--- src/logic/engine_cfg_pkg.sv ---
package engine_cfg_pkg;

    // ------------------------------------------------------------
    // Widths
    // ------------------------------------------------------------
    localparam int data_w  = 32;
    localparam int addr_w  = 32;
    localparam int shift_w = 5;
    localparam int kind_w  = 3;
    localparam int cmd_w   = 2;

    // Record length and slot index width
    localparam int seq_len = 8;
    localparam int slot_w  = $clog2(seq_len);

    // Both FIFOs share depth and threshold
    localparam int fifo_depth  = 16;
    localparam int prog_thresh = 8;

    // ------------------------------------------------------------
    // Buffer kinds
    // ------------------------------------------------------------
    // Only these two carry setup data
    localparam logic [kind_w-1:0] kind_cu_setup     = 3'd6;
    localparam logic [kind_w-1:0] kind_engine_setup = 3'd7;

    // ------------------------------------------------------------
    // Slot map of one configuration record
    // ------------------------------------------------------------
    localparam logic [slot_w-1:0] slot_flags  = 3'd0;
    localparam logic [slot_w-1:0] slot_start  = 3'd1;
    localparam logic [slot_w-1:0] slot_end    = 3'd2;
    localparam logic [slot_w-1:0] slot_stride = 3'd3;
    localparam logic [slot_w-1:0] slot_gran   = 3'd4;
    localparam logic [slot_w-1:0] slot_cmd    = 3'd5;
    localparam logic [slot_w-1:0] slot_size   = 3'd6;
    localparam logic [slot_w-1:0] slot_const  = 3'd7;

    // Memory response word
    typedef struct packed {
        logic [kind_w-1:0]  kind;
        logic [addr_w-1:0]  offset;
        logic [shift_w-1:0] shift;
        logic [data_w-1:0]  data;
    } response_word_t;

    // Finished configuration record
    typedef struct packed {
        logic              increment;
        logic              decrement;
        logic              mode_sequence;
        logic              mode_buffer;
        logic              mode_counter;
        logic [data_w-1:0] index_start;
        logic [data_w-1:0] index_end;
        logic [data_w-1:0] stride;
        logic [data_w-2:0] granularity;
        logic              direction;
        logic [cmd_w-1:0]  cmd;
        logic [kind_w-1:0] buffer;
        logic [data_w-1:0] array_size;
        logic [data_w-1:0] const_value;
    } cfg_record_t;

endpackage : engine_cfg_pkg

--- src/logic/cfg_record_assembler.sv ---
`timescale 1ns/1ps

module cfg_record_assembler #(
    parameter int seq_base = 0
) (
    input  logic                           ap_clk,
    input  logic                           reset,
    input  logic                           resp_out_valid,
    input  engine_cfg_pkg::response_word_t resp_out_word,
    input  logic                           resp_empty,
    input  logic                           rec_prog_full,
    output logic                           resp_pop,
    output logic                           rec_push,
    output engine_cfg_pkg::cfg_record_t    rec_data
);

    localparam int seq_len = engine_cfg_pkg::seq_len;
    localparam int data_w  = engine_cfg_pkg::data_w;
    localparam int cmd_w   = engine_cfg_pkg::cmd_w;
    localparam int kind_w  = engine_cfg_pkg::kind_w;

    localparam logic [engine_cfg_pkg::addr_w-1:0] base_index =
        engine_cfg_pkg::addr_w'(seq_base);

    logic [seq_len-1:0]                slot_q;
    logic [seq_len-1:0]                slot_next;
    logic [engine_cfg_pkg::slot_w-1:0] slot_idx;
    logic [engine_cfg_pkg::addr_w-1:0] word_index;
    logic                              seq_start;
    logic                              last_word;
    logic [data_w-1:0]                 word_data;

    // ------------------------------------------------------------
    // Pop control
    // ------------------------------------------------------------
    // Hold off while a record goes out or the record FIFO backs up
    assign resp_pop = ~resp_empty & ~rec_push & ~rec_prog_full;

    // ------------------------------------------------------------
    // Sequence tracker
    // ------------------------------------------------------------
    assign word_index = resp_out_word.offset >> resp_out_word.shift;
    assign word_data  = resp_out_word.data;

    // A sequence only opens at the window base
    assign seq_start = (word_index == base_index) & ~(|slot_q);
    assign slot_next = seq_start ? seq_len'(1) : (slot_q << 1);
    assign last_word = resp_out_valid & slot_next[seq_len-1];

    // Slot number of the word being accepted
    always_comb begin
        slot_idx = '0;
        for (int i = 0; i < seq_len; i++) begin
            if (slot_next[i]) begin
                slot_idx = engine_cfg_pkg::slot_w'(i);
            end
        end
    end

    always_ff @(posedge ap_clk) begin
        if (reset) begin
            slot_q   <= '0;
            rec_push <= 1'b0;
        end else begin
            rec_push <= last_word;
            if (last_word) begin
                slot_q <= '0;
            end else if (resp_out_valid) begin
                slot_q <= slot_next;
            end
        end
    end

    // ------------------------------------------------------------
    // Field capture
    // ------------------------------------------------------------
    always_ff @(posedge ap_clk) begin
        if (resp_out_valid && (|slot_next)) begin
            case (slot_idx)
                engine_cfg_pkg::slot_flags: begin
                    rec_data.increment     <= word_data[0];
                    rec_data.decrement     <= word_data[1];
                    rec_data.mode_sequence <= word_data[2];
                    rec_data.mode_buffer   <= word_data[3];
                    rec_data.mode_counter  <= word_data[4];
                end
                engine_cfg_pkg::slot_start: begin
                    rec_data.index_start <= word_data;
                end
                engine_cfg_pkg::slot_end: begin
                    rec_data.index_end <= word_data;
                end
                engine_cfg_pkg::slot_stride: begin
                    rec_data.stride <= word_data;
                end
                engine_cfg_pkg::slot_gran: begin
                    // Top bit carries the direction
                    rec_data.granularity <= word_data[data_w-2:0];
                    rec_data.direction   <= word_data[data_w-1];
                end
                engine_cfg_pkg::slot_cmd: begin
                    rec_data.cmd    <= word_data[cmd_w-1:0];
                    rec_data.buffer <= word_data[cmd_w+kind_w-1:cmd_w];
                end
                engine_cfg_pkg::slot_size: begin
                    rec_data.array_size <= word_data;
                end
                engine_cfg_pkg::slot_const: begin
                    rec_data.const_value <= word_data;
                end
            endcase
        end
    end

endmodule : cfg_record_assembler

--- config.mk ---
export PLATFORM = sky130hd
export DESIGN_NAME = cfg_record_assembler
export DESIGN_NICKNAME = d
export VERILOG_FILES = /design/src/logic/engine_cfg_pkg.sv /design/src/logic/cfg_record_assembler.sv
export SDC_FILE = /design/constraint.sdc
export NUM_CORES = 1
export LEC_CHECK = 0
export BUFFER_PORTS_ARGS = -buffer_cell sky130_fd_sc_hd__buf_2
export CORE_ASPECT_RATIO = 1.2
export CORE_UTILIZATION = 40
export CTS_CLUSTER_DIAMETER = 40
export DETAILED_ROUTE_END_ITERATION = 8
export GPL_ROUTABILITY_DRIVEN = 0
export HOLD_SLACK_MARGIN = 0.03
export PLACE_DENSITY = 0.64
export SYNTH_ARGS = -nofsm -noshare
export SYNTH_HDL_FRONTEND = slang
export SYNTH_SLANG_ARGS = --single-unit
--- constraint.sdc ---
create_clock -name ap_clk -period 7.8 [get_ports ap_clk]
set_input_delay 0.39 -clock ap_clk [delete_from_list [all_inputs] [get_ports ap_clk]]
set_output_delay 0.39 -clock ap_clk [all_outputs]
set_load 0.005 [all_outputs]
Yosys cells after proc, flatten, opt, wreduce, memory -nomap -nowiden
Index checks and enable logic that the tools add are counted.

operators by class
  reductions and logical operators = 14
  bitwise logic cells = 8
  shift-type cells = 1
  divide/modulo/power cells = 0
  $lt $le $gt $ge = 0
  add/sub/neg operators = 0
  muxes and demuxes = 8
  multipliers = 0
  equal/unequal tests = 7

operators with widths
  kind                  count
  $logic_not A32 Y1     1
  $shr A32 B5 Y32       1
  $reduce_and A2 Y1     8
  $reduce_or A8 Y1      2
  $mux W3               5
  $eq A3 B3 Y1 const B  4
  $mux W8               1
  $eq A3 B2 Y1 const B  2
  $and A1 B1 Y1         4
  $not A1 Y1            4
  $eq A3 B1 Y1 const B  1
  $logic_not A3 Y1      1
  $mux W2               1
  $reduce_or A2 Y1      1
  $logic_and A1 B1 Y1   1
  $mux W1               1

word-level totals
  memories = 0
  bits in read-only memories = 0
  word-level logic and storage cells = 54
  output and inout bits = 204
  latch bits = 0
  RAM bits = 0
  bits of input ports = 77
  flip-flop bits (word level) = 211

Longest topological paths before layout
Gate-level depths: netlist of run 1.

  word-level depth = 13
  depth in mapped cells = 10
  mapped depth without buffers = 7

Least setup slack after synthesis of run 1
OpenSTA, ideal clock, no wires.

  path type = input -> register
  from = in resp_out_valid
  to = reg rec_data[133] (netlist name) (enable)
  path slack = 4157 ps
  stages on the path = 5
  data arrival time = 3182 ps
  library setup time = 461 ps
  required time = 7339 ps
  path buffers = 1
  cell sequence = clkbuf_1 nand2_1 nor2_1 o21ai_0 nor3_1

on the way
  longest elaborated chain between the ends = 2

RTL lines
  element                      line                        text
  from (decl)                  cfg_record_assembler.sv:8   input logic resp_out_valid,
  $logic_and A1 B1 Y1          cfg_record_assembler.sv:78  if (resp_out_valid && (|slot_next)) begin
  $reduce_and A2 Y1 (no line)  -
  to (decl)                    cfg_record_assembler.sv:14  output engine_cfg_pkg::cfg_record_t rec_data

No other way between the ends.
A chain may end at the register's enable or synchronous reset.

Worst setup path in the final report of run 1
  from = in resp_out_word[33] (netlist name)
  to = reg rec_data[197] (netlist name) (enable)

on the way
  longest elaborated chain between the ends = 13
  elaborated cells between the ends (all ways) = 15
  those cells by class = 1 x shift; 8 x mux; 1 x bitwise; 5 x reduce/logical

RTL lines
  element                        line                        text
  from (decl)                    cfg_record_assembler.sv:9   input engine_cfg_pkg::response_word_t resp_out_word,
  $shr A32 B5 Y32 *              cfg_record_assembler.sv:42  assign word_index = resp_out_word.offset >> resp_out_word.shift;
  $logic_not A32 Y1 *            cfg_record_assembler.sv:46  assign seq_start = (word_index == base_index) & ~(|slot_q);
  $and A1 B1 Y1 *                cfg_record_assembler.sv:46
  $mux W8 *                      cfg_record_assembler.sv:47  assign slot_next = seq_start ? seq_len'(1) : (slot_q << 1);
  $mux W1                        cfg_record_assembler.sv:54  if (slot_next[i]) begin
  $mux W2                        cfg_record_assembler.sv:54
  $mux W3 (5 in series)          cfg_record_assembler.sv:54
  $logic_not A3 Y1               cfg_record_assembler.sv:79  case (slot_idx)
  $reduce_and A2 Y1 (no line) *  -

Every way passes the cells marked *; elsewhere a longest branch is shown, timed or not.

==> impl_results.md, run 1 <==
- DRC: 0
- Ys async rst share: 0%
- Critical Path, Cell by Cell: buf_2 > mux4_2 > a2111o_1 > nand3_2 > nand3_1 > a21oi_2 > nand3_1 > and4bb_1
- Clock H-tree levels: 1
- Final core occ: 53.8%
- Slowest stage delay, CP: 0.63 ns
- Final Setup Violations: 0
- Deepest clock path buffer count: 3
- Mapped Avg Cell Area: 18.1 sq um
- Clock Skew: 0.0150 ns
- Ys Warns: 0
- Commonest cells post-synth: edfxtp_1, nor2_1, mux2i_1
- Critical path required time: 7.96 ns
- Number of cell rows: 54
- Gate Count Post-Synth: 414
- Worst reg2reg path depth: 6
- Placeable Area: 18300 sq um
- Largest net degree at the start of global routing: 46
- Slowest CP cell: buf_2
- Static Leakage: 3.78 nW
- Post-Syn Nets: 491
- Max Fclk: 362 MHz
- Vias: 4856
- Leading area contributor after synthesis: edfxtp_1
- FF-to-FF Start: slot_q[6]
- Setup Buffers After CTS: 0
- Hold path depth: 1
- Routed length per placed instance: 18.2 um
- Crit Path Category: in -> reg
- FF-to-FF End: rec_data[104]
- Vias in the first global route: 4660
- Hold_sp: resp_out_word[22]
- IO Pins: 281
- Initial antenna violation count: 3
- Final WS setup: 5.04 ns
- Count of final hold-check violations: 0
- 1st-pass router iterations: 5
- Final TNS setup: 0 ns
- HP Class: in -> reg
- Worst-path clk slew: 0.06 ns
- Layout cells sized above 1: 45.6%
- Clk_lat worst skew: 0.48 ns
- First-pass GRT wire length: 26.3 mm
- Vias/cell: 4.98
- Routed WL: 17.7 mm
- ANT nets after route: 0
- Tcrit/Tclk final: 35.4%
- Minimum clock period: 2.76 ns
- CP max FO: 45
- Pre-CTS setup slack: 4.52 ns
- Post-synth EDFFs: 202
- Register area share after synthesis: 83.2%
- Die height: 152 um
- Die Area: 19300 sq um
- Initial cell density of the core: 41.0%
- CTS Root Cell: clkbuf_16
- Buf/Inv on CP: 1
- CP dominant cell by count: nand3_1
- Fin nets: 783
- Max-slew violation count: 0
- CTS tree: yes
- Most frequent cell after synthesis: edfxtp_1
- Slew margin rel.: 33.0%
- Yosys reg bits: 211
- Largest delay contributor family on the critical path: simple AND/OR/NAND/NOR gates
- RSZ-0062 raised after global routing: no
- Clock buffer count from CTS: 21
- HPWL Detailed: 12.4 mm
- Power Dens Cells: 229 nW/um^2
- Max-cap violations: 0
- Status: complete, no violations
- Endpoint, Worst Hold: rec_data[54]
- P&R area growth vs syn: 31.3%
- Total track usage: 17.9%
- Peak supply drop: 127 uV
- Crit start category: primary input
- Port bufs: 277
- Total gr overflow: 0
- Total Power: 2.25 mW
- DR iter-0 viols: 214
- Slew @ Worst Pin: 1.01 ns
- Clock Sinks: 211
- Most used flip-flop cell after synthesis: edfxtp_1
- CTS resizes: 0
- Die width: 127 um
- Hold buffers post-CTS: 0
- CP Data Arrival Time: 2.92 ns
- Mapped Area: 7510 sq um
- R2R setup slack: 5.30 ns
- Endpoint class of the critical path: register
- Top cells by area, synth: edfxtp_1, mux2i_1, dfxtp_1, nor2_1, nor3_1
- Yosys cell types: 51
- Worst hold slack: 0.145 ns
- Share of the synthesized area in the top cell type: 80.8%
[metrics by stage]
step / cells / area (sq um)
after global routing: 972 / 9850
final: 975 / 9850
after global placement: 935 / 9200
after detailed placement: 935 / 9200
after CTS: 972 / 9850
after floorplan: 414 / 7510
[final cells by class]
cell class / count / area (sq um)
Clock buffer: 23 / 533
Sequential cell: 211 / 6250
Fill cell: 1487 / 8460
Antenna cell: 3 / 7.51
Inverter: 10 / 37.5
Multi-Input combinational cell: 180 / 1180
Clock inverter: 14 / 114
Tap cell: 252 / 315
Timing Repair Buffer: 282 / 1420
[cell usage in the layout (no fill, tap or decap), drive strengths merged, types with 3 or more instances in the layout]
master	count
a211oi	8
a21oi	13
buf	282
clkbuf	23
clkinv	9
dfxtp	9
diode	3
edfxtp	202
inv	13
mux2i	19
nand2	15
nand2b	6
nand3	8
nor2	32
nor2b	7
nor3	17
nor4	4
o211ai	3
o21ai	9
o32ai	3
or3	3
[routing by layer]
metal	wire length, um	global-route usage, %	part of all wire [%]
met5	0	0	0
met4	272	5.27	1.5
met3	1810	5.92	10
met2	9130	32.5	51
met1	6520	19.7	37
[state kept, by name (all words and copies together) (netlist names)]
register  flops
rec_data    202
rec_push      1
slot_q        8
[worst reg2reg max path, delay by kind of cell, from the launching register on]
kind,cells,cell delay [ns]
AND/OR/NAND/NOR,4,1.06
flip-flops,1,0.46
buffers and inverters,1,0.42
AO/OA/AOI/OAI,1,0.22
[where the power goes]
part           switching [mW]  internal, mW
sequential          0.0000676          1.24
clock                   0.395         0.534
combinational          0.0516        0.0325
[kinds of logic (layout without fill, tap and decap cells)]
family | after synthesis | after routing | share of synthesized area (%)
flip-flops | 211 | 211 | 83.2
AND/OR/NAND/NOR | 103 | 103 | 6.85
AO/OA/AOI/OAI | 55 | 55 | 5.20
buffers and inverters | 23 | 329 | 1.62
multiplexers | 22 | 22 | 3.13
other | 0 | 3 | 0
[worst max-delay path by stage]
stage	from	endpoint	slack, ns	depth (start not counted)
after floorplan	resp_out_valid	rec_data[133]	4.16	5
after global placement	resp_out_word[33]	rec_data[200]	4.56	8
after detailed placement	resp_out_word[33]	rec_data[198]	4.52	8
after CTS	resp_out_word[33]	rec_data[198]	5.03	8
after global routing	resp_out_word[33]	rec_data[197]	4.80	8
final	resp_out_word[33]	rec_data[197]	5.04	8
No activity file was read; power rests on OpenSTA's default activity.
==> run 2, diff against run 1 <==
Clock period 7.8 ns to 2.6 ns, I/O delays scaled along.
==> impl_results.md, run 2 (synthesis results as in run 1) <==
- Placeable Area: 18300 sq um
- DRC: 0
- Largest net degree at the start of global routing: 33
- Hold path depth: 3
- Slowest stage delay, CP: 0.44 ns
- Final WS setup: 0.499 ns
- Status: complete, no violations
- FF-to-FF End: rec_data[143]
- CP dominant cell by count: o211ai_1
- Placed cells: 950
- Power Dens Cells: 641 nW/um^2
- Number of cell rows: 54
- Final Setup Violations: 0
- Port bufs: 277
- Max-cap violations: 0
- First-pass GRT wire length: 28.7 mm
- HP Class: in -> reg
- Initial antenna violation count: 2
- 1st-pass router iterations: 4
- Endpoint, Worst Hold: slot_q[6]
- Hold_sp: resp_out_valid
- Crit Path Category: in -> reg
- Worst Setup SP: resp_out_word[33]
- Final instance area: 10300 sq um
- Max Fclk: 476 MHz
- Number of flip-flops in the largest register: 202
- Initial cell density of the core: 41.0%
- Largest Register: rec_data
- Slew @ Worst Pin: 0.721 ns
- CTS tree: yes
- HPWL Detailed: 13.2 mm
- Slew margin rel.: 51.8%
- Crit start category: primary input
- DR iter-0 viols: 375
- Clk_lat worst skew: 0.48 ns
- Largest registers: rec_data (202), slot_q (8), rec_push (1)
- Die width: 127 um
- Deepest clock path buffer count: 3
- Critical path required time: 2.75 ns
- Peak supply drop: 321 uV
- RSZ-0062 raised after global routing: no
- Die Area: 19300 sq um
- Clock H-tree levels: 1
- Clock buffer count from CTS: 19
- Static Leakage: 3.96 nW
- Routed length per placed instance: 18.6 um
- R2R setup slack: 0.62 ns
- Setup Buffers After CTS: 0
- Pre-CTS setup slack: 0.00653 ns
- FF-to-FF Start: slot_q[4]
- Minimum clock period: 2.10 ns
- Most frequent cells in the layout: buf_2, edfxtp_1, dlygate4sd3_1
- Routed WL: 18.9 mm
- ANT nets after route: 0
- IO Pins: 281
- Layout cells sized above 1: 44.2%
- Tcrit/Tclk final: 80.8%
- Die height: 152 um
- Vias in the first global route: 5014
- Vias: 5008
- Max-slew violation count: 0
- Clock Sinks: 211
- Slowest CP cell: and4bb_1
- Worst reg2reg path depth: 6
- Total track usage: 19.4%
- Worst-path clk slew: 0.06 ns
- Clock Skew: 0.0152 ns
- Endpoint class of the critical path: register
- Total gr overflow: 0
- Dpl cell area: 9380 sq um
- CTS resizes: 0
- CP max FO: 14
- CP Data Arrival Time: 2.25 ns
- Commonest non-fill, non-tap cell in the layout: buf_2
- CTS Root Cell: clkbuf_16
- Largest delay contributor family on the critical path: simple AND/OR/NAND/NOR gates
- Non-Filler Instances: 1017
- Final TNS setup: 0 ns
- Critical Path, Cell by Cell: buf_2 > buf_4 > mux2i_1 > nand4_1 > o211ai_1 > o211ai_1 > o32ai_1 > nand3_1 > and4bb_1
- Count of final hold-check violations: 0
- Buf/Inv on CP: 2
- P&R area growth vs syn: 37.0%
- Fin nets: 829
- Vias/cell: 4.92
[run 2: stage by stage]
| stage | utilization (%) | hold WS (ns) | power [mW] |
|---|---|---|---|
| 2_1_floorplan | - | 0.199 | 3.92 |
| 3_3_place_gp | 51.2 | 0.366 | 4.05 |
| 3_5_place_dp | 51.2 | 0.373 | 4.06 |
| 4_1_cts | 56.1 | 0.0668 | 6.66 |
| 5_1_grt | 56.1 | 0.0971 | 6.81 |
| 6_report | 56.2 | 0.0814 | 6.60 |
[run 2: worst min-delay path: cells and delay by family]
| family | cells | cell delay [ns] |
|---|---|---|
| AND/OR/NAND/NOR | 1 | 0.12 |
| buffers and inverters | 1 | 0.16 |
| AO/OA/AOI/OAI | 1 | 0.11 |
[run 2: worst max-delay path by stage]
stage	to	slack (ns)	cells past startpoint
finish	rec_data[197]	0.50	9
global placement	rec_data[200]	0.07	9
global route	rec_data[201]	0.32	9
detailed placement	rec_data[201]	0.007	9
CTS	rec_data[201]	0.51	9
floorplan	rec_data[32]	0.22	2
[run 2: where the power goes]
part	internal, mW	switching, mW	leakage [nW]
registers	3.72	0.000219	1.89
logic	0.142	0.171	1.80
clock network	1.45	1.11	0.278
total	5.31	1.28	3.96
[run 2: layer usage]
metal,routed length (um),share of wire [%],vias up,global-route usage (%)
met5,13,0.069,-,0
met2,9810,52,263,35.6
li1,-,-,2297,-
met3,1640,8.7,30,3.80
met4,342,1.8,2,5.67
met1,7080,37,2416,22.7
[run 2: what timing repair did]
| action | 4_1_cts | 5_1_grt |
|---|---|---|
| setup endpoints to repair | 0 | 0 |
| hold endpoints to repair | 208 | 0 |
| hold buffers | 33 | 0 |
[run 2: cell type report]
type | instances | area [sq um]
sequential | 211 | 6250
inverter | 10 | 37.5
clock buffer | 24 | 494
timing repair buffer | 330 | 1930
clock inverter | 8 | 72.6
antenna | 2 | 5.00
tap | 252 | 315
fill | 1456 | 8030
multi-input combinational | 180 | 1180
