==> src/logic/engine_cfg_pkg.sv <==
package engine_cfg_pkg;

    // ------------------------------------------------------------
    // Widths
    // ------------------------------------------------------------
    localparam int data_w  = 32;
    localparam int addr_w  = 32;
    localparam int shift_w = 5;
    localparam int kind_w  = 3;
    localparam int cmd_w   = 2;

    // Record length and slot index width
    localparam int seq_len = 8;
    localparam int slot_w  = $clog2(seq_len);

    // Both FIFOs share depth and threshold
    localparam int fifo_depth  = 16;
    localparam int prog_thresh = 8;

    // ------------------------------------------------------------
    // Buffer kinds
    // ------------------------------------------------------------
    // Only these two carry setup data
    localparam logic [kind_w-1:0] kind_cu_setup     = 3'd6;
    localparam logic [kind_w-1:0] kind_engine_setup = 3'd7;

    // ------------------------------------------------------------
    // Slot map of one configuration record
    // ------------------------------------------------------------
    localparam logic [slot_w-1:0] slot_flags  = 3'd0;
    localparam logic [slot_w-1:0] slot_start  = 3'd1;
    localparam logic [slot_w-1:0] slot_end    = 3'd2;
    localparam logic [slot_w-1:0] slot_stride = 3'd3;
    localparam logic [slot_w-1:0] slot_gran   = 3'd4;
    localparam logic [slot_w-1:0] slot_cmd    = 3'd5;
    localparam logic [slot_w-1:0] slot_size   = 3'd6;
    localparam logic [slot_w-1:0] slot_const  = 3'd7;

    // Memory response word
    typedef struct packed {
        logic [kind_w-1:0]  kind;
        logic [addr_w-1:0]  offset;
        logic [shift_w-1:0] shift;
        logic [data_w-1:0]  data;
    } response_word_t;

    // Finished configuration record
    typedef struct packed {
        logic              increment;
        logic              decrement;
        logic              mode_sequence;
        logic              mode_buffer;
        logic              mode_counter;
        logic [data_w-1:0] index_start;
        logic [data_w-1:0] index_end;
        logic [data_w-1:0] stride;
        logic [data_w-2:0] granularity;
        logic              direction;
        logic [cmd_w-1:0]  cmd;
        logic [kind_w-1:0] buffer;
        logic [data_w-1:0] array_size;
        logic [data_w-1:0] const_value;
    } cfg_record_t;

endpackage : engine_cfg_pkg

==> src/logic/setup_word_filter.sv <==
`timescale 1ns/1ps

module setup_word_filter #(
    parameter int seq_base = 0
) (
    input  logic                           ap_clk,
    input  logic                           reset,
    input  logic                           resp_valid,
    input  engine_cfg_pkg::response_word_t resp_word,
    output logic                           keep_valid,
    output engine_cfg_pkg::response_word_t keep_word
);

    // Window bounds of this engine with the upper bound exclusive
    localparam logic [engine_cfg_pkg::addr_w-1:0] win_lo =
        engine_cfg_pkg::addr_w'(seq_base);
    localparam logic [engine_cfg_pkg::addr_w-1:0] win_hi =
        engine_cfg_pkg::addr_w'(seq_base + engine_cfg_pkg::seq_len);

    logic                              word_valid;
    engine_cfg_pkg::response_word_t    word_q;
    logic [engine_cfg_pkg::addr_w-1:0] seq_index;
    logic                              kind_ok;
    logic                              in_window;

    // ------------------------------------------------------------
    // Input register
    // ------------------------------------------------------------
    always_ff @(posedge ap_clk) begin
        if (reset) begin
            word_valid <= 1'b0;
        end else begin
            word_valid <= resp_valid;
        end
    end

    always_ff @(posedge ap_clk) begin
        word_q <= resp_word;
    end

    // ------------------------------------------------------------
    // Push filter
    // ------------------------------------------------------------
    assign seq_index = word_q.offset >> word_q.shift;
    assign kind_ok   = (word_q.kind == engine_cfg_pkg::kind_cu_setup) |
                       (word_q.kind == engine_cfg_pkg::kind_engine_setup);
    assign in_window = (seq_index >= win_lo) & (seq_index < win_hi);

    assign keep_valid = word_valid & kind_ok & in_window;
    assign keep_word  = word_q;

endmodule : setup_word_filter

==> config.mk <==
export PLATFORM = sky130hd
export DESIGN_NAME = setup_word_filter
export DESIGN_NICKNAME = d
export VERILOG_FILES = /design/src/logic/engine_cfg_pkg.sv /design/src/logic/setup_word_filter.sv
export SDC_FILE = /design/constraint.sdc
export NUM_CORES = 1
export LEC_CHECK = 0
export BUFFER_PORTS_ARGS = -buffer_cell sky130_fd_sc_hd__clkbuf_2
export CORE_MARGIN = 3
export CORE_UTILIZATION = 25
export CTS_CLUSTER_SIZE = 25
export DETAILED_ROUTE_END_ITERATION = 6
export PLACE_DENSITY = 0.54
export SLEW_MARGIN = 5
export SYNTH_ARGS = -nofsm -noshare
export SYNTH_HDL_FRONTEND = slang
export SYNTH_SLANG_ARGS = --single-unit
==> constraint.sdc <==
create_clock -name ap_clk -period 3.7 [get_ports ap_clk]
set_clock_uncertainty 0.05 [all_clocks]
set_input_delay 0.37 -clock ap_clk [delete_from_list [all_inputs] [get_ports ap_clk]]
set_output_delay 0.37 -clock ap_clk [all_outputs]
set_load 0.02 [all_outputs]
==> Yosys cells after proc, flatten, opt, wreduce, memory -nomap -nowiden <==
Cells that the tools add are included.
{ "op_classes": {"n_mux": 0, "reduce_logical": 0, "n_lt_le_gt_ge": 2, "n_mul": 0, "div_mod_pow": 0, "n_bitwise": 4, "n_eq_ne": 2, "addsub": 0, "shifts": 1} }
{ "ops": {"columns": ["cell", "n"], "rows": [
  ["greater-or-equal comparator 32 x 1 -> 1 bit, second input constant", 1],
  ["< comparator 32 x 4 -> 1 bit, second input constant", 1],
  ["right shift 32 x 5 -> 32 bit", 1],
  ["equality test 3 bit, second input constant", 2],
  ["AND 1 bit", 3],
  ["bitwise OR 1 bit", 1]
]} }
{ "word_totals": {"romBits": 0, "ff_bits": 73, "latch_bits": 0, "mem_count": 0, "out_inout_bits": 73, "mem_bits_rw": 0} }

==> Logic depth before layout (Yosys ltp) <==
Gate-level depths: netlist of the first run.
{ "depth": {"depth_word": 4, "mapped_depth": 10} }

==> Worst setup path before layout of the first run <==
No wires, ideal clock.
{ "synth_timing": {"path_kind": "register to output", "from": "register word_q (netlist bit keep_word[32])", "to": "output port keep_valid", "path_stages_with_launch": 8, "slack_ps": 919, "t_arrival_ps": 2361, "t_required_ps": 3280, "cell_sequence": "dfxtp_1 buf_6 buf_12 mux4_1 mux2i_1 nand4_1 or4_1 a32oi_1"} }
{ "synth_via": {"elab_chain_cells": 4, "word_cells_on_any_way": 5, "cone_classes": "order compare: 2; shift: 1; bitwise: 2"} }
{ "synth_lines": {"columns": ["item", "line", "rtl"], "rows": [
  ["start: declaration", "setup_word_filter.sv:21", "engine_cfg_pkg::response_word_t word_q;"],
  ["start signal: assignment", "setup_word_filter.sv:38", "word_q <= resp_word;"],
  ["right shift 32 x 5 -> 32 bit *", "setup_word_filter.sv:44", "assign seq_index = word_q.offset >> word_q.shift;"],
  ["greater-or-equal comparator 32 x 1 -> 1 bit / < comparator 32 x 4 -> 1 bit (equally long branches)", "setup_word_filter.sv:47", "assign in_window = (seq_index >= win_lo) & (seq_index < win_hi);"],
  ["AND 1 bit *", "setup_word_filter.sv:47", null],
  ["AND 1 bit *", "setup_word_filter.sv:49", "assign keep_valid = word_valid & kind_ok & in_window;"],
  ["end: declaration", "setup_word_filter.sv:10", "output logic keep_valid,"]
]} }
Every way passes the cells marked *; elsewhere a longest branch is shown, timed or not.

==> Worst setup path in the final report of the first run <==
{ "layout_timing": {"from": "register word_q (netlist bit keep_word[33])", "to": "output port keep_valid"} }
Same word-level chain as after synthesis.

==> results of run 1 <==
==> through the flow <==
| stage | power, uW | instances | util, % | setup WS (ps) |
|---|---|---|---|---|
| after floorplan | 1020 | 218 | - | 919 |
| after global placement | 1120 | 492 | 34.3 | 623 |
| after detailed placement | 1120 | 492 | 34.3 | 509 |
| after CTS | 1750 | 507 | 36.2 | 98.7 |
| after global routing | 1800 | 507 | 36.2 | 117 |
| final | 1710 | 507 | 36.2 | 282 |
==> routing by layer <==
layer,GRT usage [%],routed length [um],up-vias
li1,-,-,1106
met4,4.24,86,0
met1,14.5,3020,1035
met5,0,0,-
met2,20.9,3490,128
met3,8.00,933,10
==> power by group <==
group	switching, uW	leakage (uW)	internal [uW]	total [uW]
Combinational	128	0.00103	104	232
Clock	298	0.0000917	309	608
Sequential	40.4	0.000616	828	869
==> layout make-up <==
cell class | count | area, um2
timing repair buffer | 152 | 773
fill | 1063 | 6370
clock inverter | 6 | 67.6
multi-input combinational | 126 | 987
inverter | 8 | 43.8
sequential | 73 | 1460
tap | 133 | 166
clock buffer | 9 | 124
==> sequential cells by signal, indices dropped and copies added (netlist names) <==
signal      flops
keep_word      72
word_valid      1
==> cells by family (layout without fill, tap and decap cells) <==
group / Yosys count / after routing
flip-flops: 73 / 73
AND/OR/NAND/NOR: 53 / 53
AO/OA/AOI/OAI: 49 / 49
multiplexers: 24 / 24
buffers and inverters: 19 / 175
==> worst min-delay path by stage <==
stage | start | to | cells after the start
2_1_floorplan | resp_word[0] | keep_word[0] | 0
3_3_place_gp | resp_word[6] | keep_word[6] | 1
3_5_place_dp | resp_word[67] | keep_word[67] | 1
4_1_cts | resp_word[37] | keep_word[37] | 1
5_1_grt | resp_word[61] | keep_word[61] | 1
6_report | resp_word[56] | keep_word[56] | 1
==> timing repair <==
item	CTS	global route
setup endpoints to repair	0	1
buffers inserted	0	0
resized for setup	0	1
==> cells in the final DEF, fill, tap and decap left out, types with 3 or more instances in the layout <==
cell type / synthesis / routed
nand3_1: 4 / 4
o21ai_0: 6 / 6
buf_4: 1 / 5
a211o_1: 3 / 3
mux4_1: 3 / 3
nor2b_1: 4 / 4
mux2i_1: 14 / 14
a32oi_1: 3 / 3
clkbuf_2: 0 / 147
a21oi_1: 8 / 8
inv_1: 7 / 7
nor3_1: 4 / 4
mux4_2: 4 / 4
a211oi_1: 3 / 3
nand4_1: 5 / 5
or3_1: 3 / 3
dfxtp_1: 73 / 72
nor2_1: 14 / 14
o21ai_1: 4 / 4
clkbuf_8: 2 / 9
or4_1: 3 / 3
nand2_1: 12 / 12
==> reports/results.txt, run 1 <==
Adder-Cell Fraction of Synth Area - 0%
Die Height - 108 um
antenna violations before repair - 0
H-tree depth - 3
PwrDens - 471 nW/um2
CP Capture Type - output pin
cell family with most CP delay - flip-flops
# port buffers - 147
Seq cells post-synth - 73
minimum clock period - 3420 ps
cell area after synthesis - 2620 um2
via count - 2279
Clock Tree Buf Depth - 2
Crit path required time - 3280 ps
CP cell instances - buf_4 > mux4_2 > a21oi_1 > a31oi_1 > or4_1 > a32oi_1 > clkbuf_2
Synth Area in Compound Gates - 14.5%
Critical Path Max Stage Delay - 560 ps
CP startpoint kind - flop
site row count - 36
initial DRC count - 107
Design Area, Final - 3620 um2
sequential area share after synthesis - 55.8%
Die X - 108 um
largest family of logic cells by synthesized area - compound AO/OA/AOI/OAI gates
Synth top area share - 55.8%
placed cell areas - 3430 um2
Post-synth EDFFs - 0
RSZ-0062 raised after global routing - no
Final GP Congestion - 0.828
Max Fclk - 0.293 GHz
Synth cell types - 51
WP depth - 7
Worst path slowest cell - dfxtp_1
routed wire length - 7530 um
Slew @ Worst Pin - 515 ps
Initial DRT Pass Iterations - 4
core area - 10000 um2
mux cell area share after synthesis - 13.2%
Slew headroom - 65.6%
Worst EP arrival - 3000 ps
Clock transition at path regs - 80 ps
first-pass GRT wire length - 11800 um
Commonest cells post-synth - dfxtp_1, mux2i_1, nor2_1
synthesized area per cell - 12.0 um2
ANT nets after route - 0
top cells by area, synth - dfxtp_1, mux2i_1, mux4_2
aggregate global routing overflow - 0
buffers plus inverters on the worst setup path - 2
min-delay worst type - primary input to flop
synth warn - 0
CTS tree - done
vias in the first global route - 2365
die area - 11700 um2
DP HPWL - 6010 um
final setup vio count - 0
critical-path maximum fanout - 12
xor/xnor cell area share of the yosys netlist - 0%
Root Driver - clkbuf_8
Critical Path End - keep_valid
# nets final - 445
ANT cells - 0
largest net degree at the start of global routing - 20
WL/cell - 14.9 um
io pins - 148
share of layout cells above drive strength 1 - 49.2%
Mapped Cells - 218
Crit. Startpoint - keep_word[33]
Synth Flop Type - dfxtp_1
dominant cell type by area after synthesis - dfxtp_1
# DRC - 0
drt via density - 4.50
Initial Util - 26.2%
Layout area overhead - 38.3%
CTS buffer count - 9
Slew Limit Fails - 0
Hold Violations, Final - 0
Mapped Nets - 293
worst setup path category - flop to output pin
# hold bufs at CTS - 0
total negative slack - 0 ps
Clock Sinks - 73
most frequent cell after synthesis - dfxtp_1
Hold WS - 62.0 ps
outcome - finished clean
Lkg Pwr - 0.00174 uW
async set-reset flop share out of synthesis - 0%
global-route usage over all layers - 13.1%
fin crit share - 92.4%
Max-cap violations - 0
post-synthesis simple-gate area fraction - 10.0%
Max IR drop VDD - 253 uV
Power figures use the tool's default switching activity.
==> inputs of run 2 (changes only) <==
--- a/config.mk
+++ b/config.mk
@@ -10,7 +10,7 @@
 export CORE_UTILIZATION = 25
 export CTS_CLUSTER_SIZE = 25
 export DETAILED_ROUTE_END_ITERATION = 6
-export PLACE_DENSITY = 0.54
+export PLACE_DENSITY_LB_ADDON = 0.25
 export SLEW_MARGIN = 5
 export SYNTH_ARGS = -nofsm -noshare
 export SYNTH_HDL_FRONTEND = slang
==> run 2 against run 1 <==
Against the previous run: wire length shrank 2.7%; non-clock buffer count shrank 2; sequential share of layout area is essentially flat; power grew 2.3%; first-iteration DRC count grew 27%; utilization grew 0.050 points; cell area grew 0.14%; largest power group unchanged; sequential cell count is the same; maximum frequency grew 0.29%; clock power grew 7.1%; critical endpoint unchanged; critical path type unchanged.
==> reports/results.txt, run 2 (synthesized netlist as in run 1, its figures left out) <==
CTS tree - done (unchanged)
Slew Limit Fails - 0 (unchanged)
share of layout cells above drive strength 1 - 49.3% (was 49.2%)
Final GP Congestion - 0.814 (was 0.828)
fin crit share - 92.1% (was 92.4%)
Util after Layout - 36.3% (was 36.2%)
vias in the first global route - 2248 (was 2365)
Hold Violations, Final - 0 (unchanged)
site row count - 36 (unchanged)
outcome - finished clean (unchanged)
min-delay worst type - primary input to flop (unchanged)
Die X - 108 um (unchanged)
largest net degree at the start of global routing - 39 (was 20)
Pwr Total - 1750 uW (was 1710 uW)
# nets final - 443 (was 445)
Max Fclk - 0.293 GHz (about the same)
PwrDens - 482 nW/um2 (was 471 nW/um2)
WL/cell - 14.5 um (was 14.9 um)
aggregate global routing overflow - 0 (unchanged)
final setup vio count - 0 (unchanged)
minimum clock period - 3410 ps (was 3420 ps)
max reg flops - 72 (unchanged)
total negative slack - 0 ps (unchanged)
DP HPWL - 5710 um (was 6010 um)
first-pass GRT wire length - 11400 um (was 11800 um)
Max-cap violations - 0 (unchanged)
Worst EP arrival - 2990 ps (was 3000 ps)
Initial Util - 26.2% (unchanged)
initial DRC count - 136 (was 107)
highest-count cells in the layout ignoring fill and taps - clkbuf_2, dfxtp_1, mux2i_1, nor2_1, nand2_1 (unchanged)
RSZ-0062 raised after global routing - no (unchanged)
CP startpoint kind - flop (unchanged)
Crit path required time - 3280 ps (about the same)
critical-path maximum fanout - 38 (was 12)
Slew @ Worst Pin - 505 ps (was 515 ps)
Clock Sinks - 73 (unchanged)
Clock Tree Buf Depth - 2 (unchanged)
most common cell after layout, fill and taps aside - clkbuf_2 (unchanged)
worst setup path category - flop to output pin (unchanged)
io pins - 148 (unchanged)
core area - 10000 um2 (unchanged)
Lkg Pwr - 0.00174 uW (about the same)
# DRC - 0 (unchanged)
ANT cells - 0 (unchanged)
Post-CTS Setup Bufs - 0 (unchanged)
Die Height - 108 um (unchanged)
Root Driver - clkbuf_8 (unchanged)
drt via density - 4.47 (was 4.50)
Layout area overhead - 38.5% (was 38.3%)
placed cell areas - 3420 um2 (was 3430 um2)
Hold WS - 59.3 ps (was 62.0 ps)
Clock transition at path regs - 80 ps (about the same)
global-route usage over all layers - 12.8% (was 13.1%)
Max IR drop VDD - 341 uV (was 253 uV)
CP Capture Type - output pin (unchanged)
antenna violations before repair - 0 (unchanged)
Slew headroom - 66.3% (was 65.6%)
Design Area, Final - 3630 um2 (was 3620 um2)
CTS buffer count - 9 (unchanged)
via count - 2263 (was 2279)
Initial DRT Pass Iterations - 4 (unchanged)
ANT nets after route - 0 (unchanged)
routed wire length - 7330 um (was 7530 um)
H-tree depth - 3 (unchanged)
number of fill cells - 1059 (was 1063)
die area - 11700 um2 (unchanged)
# port buffers - 147 (unchanged)
run 2: layout make-up:
| class | count | area, um2 | area share (%) |
|---|---|---|---|
| sequential | 73 | 1460 | 40.3 |
| multi-input combinational | 126 | 987 | 27.2 |
| timing repair buffer | 150 | 758 | 20.9 |
| tap | 133 | 166 | 4.58 |
| clock buffer | 10 | 138 | 3.79 |
| clock inverter | 6 | 72.6 | 2.00 |
| inverter | 8 | 43.8 | 1.21 |
run 2: routing by layer:
metal	vias to the layer above	GRT usage (%)	routed length [um]
li1	1105	-	-
met1	1022	14.6	2970
met2	130	19.4	3300
met4	0	4.06	74
met3	6	8.60	982
met5	-	0	0
run 2: per-stage QoR:
step,worst slack (ps),instances
detailed placement,518,490
finish,292,506
CTS,109,506
global route,35.7,506
global placement,613,490
floorplan,919,218
run 2: critical path, cell delays in order, from the launching register on:
cell and delay (ps):
dfxtp_1 370, buf_4 390, mux2i_2 300, o21ai_1 150, a2111oi_2 420, a31oi_1 70
or4_1 520, a32oi_1 220, clkbuf_2 200
run 2: power by group:
| part | total, uW | internal, uW | switching, uW |
|---|---|---|---|
| Sequential | 869 | 828 | 40.7 |
| Combinational | 228 | 102 | 126 |
| Clock | 651 | 337 | 315 |
| Total | 1750 | 1270 | 481 |
run 2: worst paths after layout:
kind     startpoint             to  slack [ps]  depth (start not counted)
max   keep_word[33]     keep_valid         290                          8
min   resp_word[60]  keep_word[60]          60                          1
run 2: timing repair:
| action | in CTS | in global routing |
|---|---|---|
| resized for setup | 0 | 2 |
| hold buffers | 0 | 0 |
| endpoints found under the setup margin | 0 | 1 |
==> inputs of run 3 (changes only) <==
--- a/config.mk
+++ b/config.mk
@@ -5,7 +5,7 @@
 export SDC_FILE = /design/constraint.sdc
 export NUM_CORES = 1
 export LEC_CHECK = 0
-export BUFFER_PORTS_ARGS = -buffer_cell sky130_fd_sc_hd__clkbuf_2
+export BUFFER_PORTS_ARGS = -buffer_cell sky130_fd_sc_hd__buf_2
 export CORE_MARGIN = 3
 export CORE_UTILIZATION = 25
 export CTS_CLUSTER_SIZE = 25
==> run 3 against run 2 <==
Against the previous run: largest power group unchanged; cell area shrank 0.52%; setup slack lost 23 ps; critical path type unchanged; critical endpoint unchanged; via count shrank 0.31%.
==> reports/results.txt, run 3 (synthesized netlist as in run 1, its figures left out) <==
initial DRC count - 79 (was 136)
CP Capture Type - output pin (unchanged)
worst setup path category - flop to output pin (unchanged)
Lkg Pwr - 0.00170 uW (was 0.00174 uW)
min-delay worst type - primary input to flop (unchanged)
ANT cells - 0 (unchanged)
io pins - 148 (unchanged)
Worst EP arrival - 3010 ps (was 2990 ps)
routed wire length - 7260 um (was 7330 um)
Slew Limit Fails - 0 (unchanged)
Crit path required time - 3280 ps (about the same)
Die X - 108 um (unchanged)
Design Area, Final - 3610 um2 (was 3630 um2)
CP startpoint kind - flop (unchanged)
DP HPWL - 5670 um (was 5710 um)
Layout area overhead - 37.8% (was 38.5%)
DP Worst Slack - 515 ps (was 518 ps)
Pwr Total - 1710 uW (was 1750 uW)
largest net degree at the start of global routing - 39 (unchanged)
vias in the first global route - 2189 (was 2248)
critical-path maximum fanout - 26 (was 38)
share of layout cells above drive strength 1 - 48.9% (was 49.3%)
global-route usage over all layers - 12.7% (was 12.8%)
CTS tree - done (unchanged)
die area - 11700 um2 (unchanged)
Cells after DPL - 490 (unchanged)
highest-count cells in the layout ignoring fill and taps - buf_2, dfxtp_1, mux2i_1, nor2_1, nand2_1 (was clkbuf_2, dfxtp_1, mux2i_1, nor2_1, nand2_1)
Clock Sinks - 73 (unchanged)
Final GP Congestion - 0.828 (was 0.814)
first-pass GRT wire length - 11000 um (was 11400 um)
# nets final - 443 (unchanged)
Die Height - 108 um (unchanged)
drt via density - 4.47 (about the same)
max reg flops - 72 (unchanged)
site row count - 36 (unchanged)
number of fill cells - 1050 (was 1059)
placed cell areas - 3420 um2 (unchanged)
PwrDens - 474 nW/um2 (was 482 nW/um2)
aggregate global routing overflow - 0 (unchanged)
Clock transition at path regs - 80 ps (about the same)
core area - 10000 um2 (unchanged)
most common cell after layout, fill and taps aside - buf_2 (was clkbuf_2)
Root Driver - clkbuf_8 (unchanged)
Post-CTS Setup Bufs - 0 (unchanged)
outcome - finished clean (unchanged)
ANT nets after route - 0 (unchanged)
Slew headroom - 38.8% (was 66.3%)
minimum clock period - 3430 ps (was 3410 ps)
Max Fclk - 0.291 GHz (was 0.293 GHz)
# port buffers - 147 (unchanged)
# DRC - 0 (unchanged)
fin crit share - 92.7% (was 92.1%)
final non-filler cell total - 505 (was 506)
CTS buffer count - 9 (unchanged)
Clock Tree Buf Depth - 2 (unchanged)
Max IR drop VDD - 317 uV (was 341 uV)
Slew @ Worst Pin - 917 ps (was 505 ps)
Initial Util - 26.2% (unchanged)
Hold Violations, Final - 0 (unchanged)
total negative slack - 0 ps (unchanged)
via count - 2256 (was 2263)
WL/cell - 14.4 um (was 14.5 um)
Max-cap violations - 0 (unchanged)
Initial DRT Pass Iterations - 4 (unchanged)
final setup margin - 269 ps (was 292 ps)
RSZ-0062 raised after global routing - no (unchanged)
final setup vio count - 0 (unchanged)
antenna violations before repair - 0 (unchanged)
H-tree depth - 3 (unchanged)
[run 3: changes by cell type in the layout (fill, tap and decap cells not counted)]
cell      previous run  this run
dfxtp_2              2         1
clkbuf_2           147         0
inv_6                2         1
clkinv_2             0         1
clkbuf_8            10         9
buf_2                0       147
dfxtp_1             71        72
[run 3: layout make-up]
class,instances,area (um2),area share (%)
flip-flops and latches,73,1460,40.5
multi-input cells,126,987,27.3
repair buffers,150,758,21.0
well taps,133,166,4.61
clock buffers,9,124,3.43
clock inverters,6,68.8,1.91
inverters,8,43.8,1.21
[run 3: path summary, 6_finish.rpt]
path | from | to | slack (ps) | depth (start not counted)
worst min-delay path | resp_word[20] | keep_word[20] | 50 | 1
worst max-delay path | keep_word[34] | keep_valid | 270 | 6
[run 3: routing by layer]
metal	global-route usage, %	up-vias	wire length [um]
met2	19.0	127	3230
met5	0	-	0
li1	-	1106	-
met4	5.68	0	139
met3	8.06	9	987
met1	14.2	1014	2910
[run 3: worst max-delay path, stage by stage, from the launching register on]
cell	delay, ps
dfxtp_1	930
o211ai_2	220
a2111oi_2	490
a31oi_1	70
or4_1	520
a32oi_1	220
buf_2	200
[run 3: report_power, final]
group,switching (uW),internal (uW),total (uW),leakage (uW)
combinational,126,103,229,0.000988
sequential,38.4,828,867,0.000616
clock,304,311,615,0.0000957
total,469,1240,1710,0.00170
[run 3: stage by stage]
stage,utilization (%),hold slack (ps)
after floorplan,-,348
after global placement,34.2,422
after detailed placement,34.2,424
after CTS,36.1,21.6
after global routing,36.1,24.5
final,36.1,53.5
[run 3: what timing repair did]
action / CTS / global route
endpoints found under the setup margin: 0 / 1
resized for setup: 0 / 1
hold buffers: 0 / 0
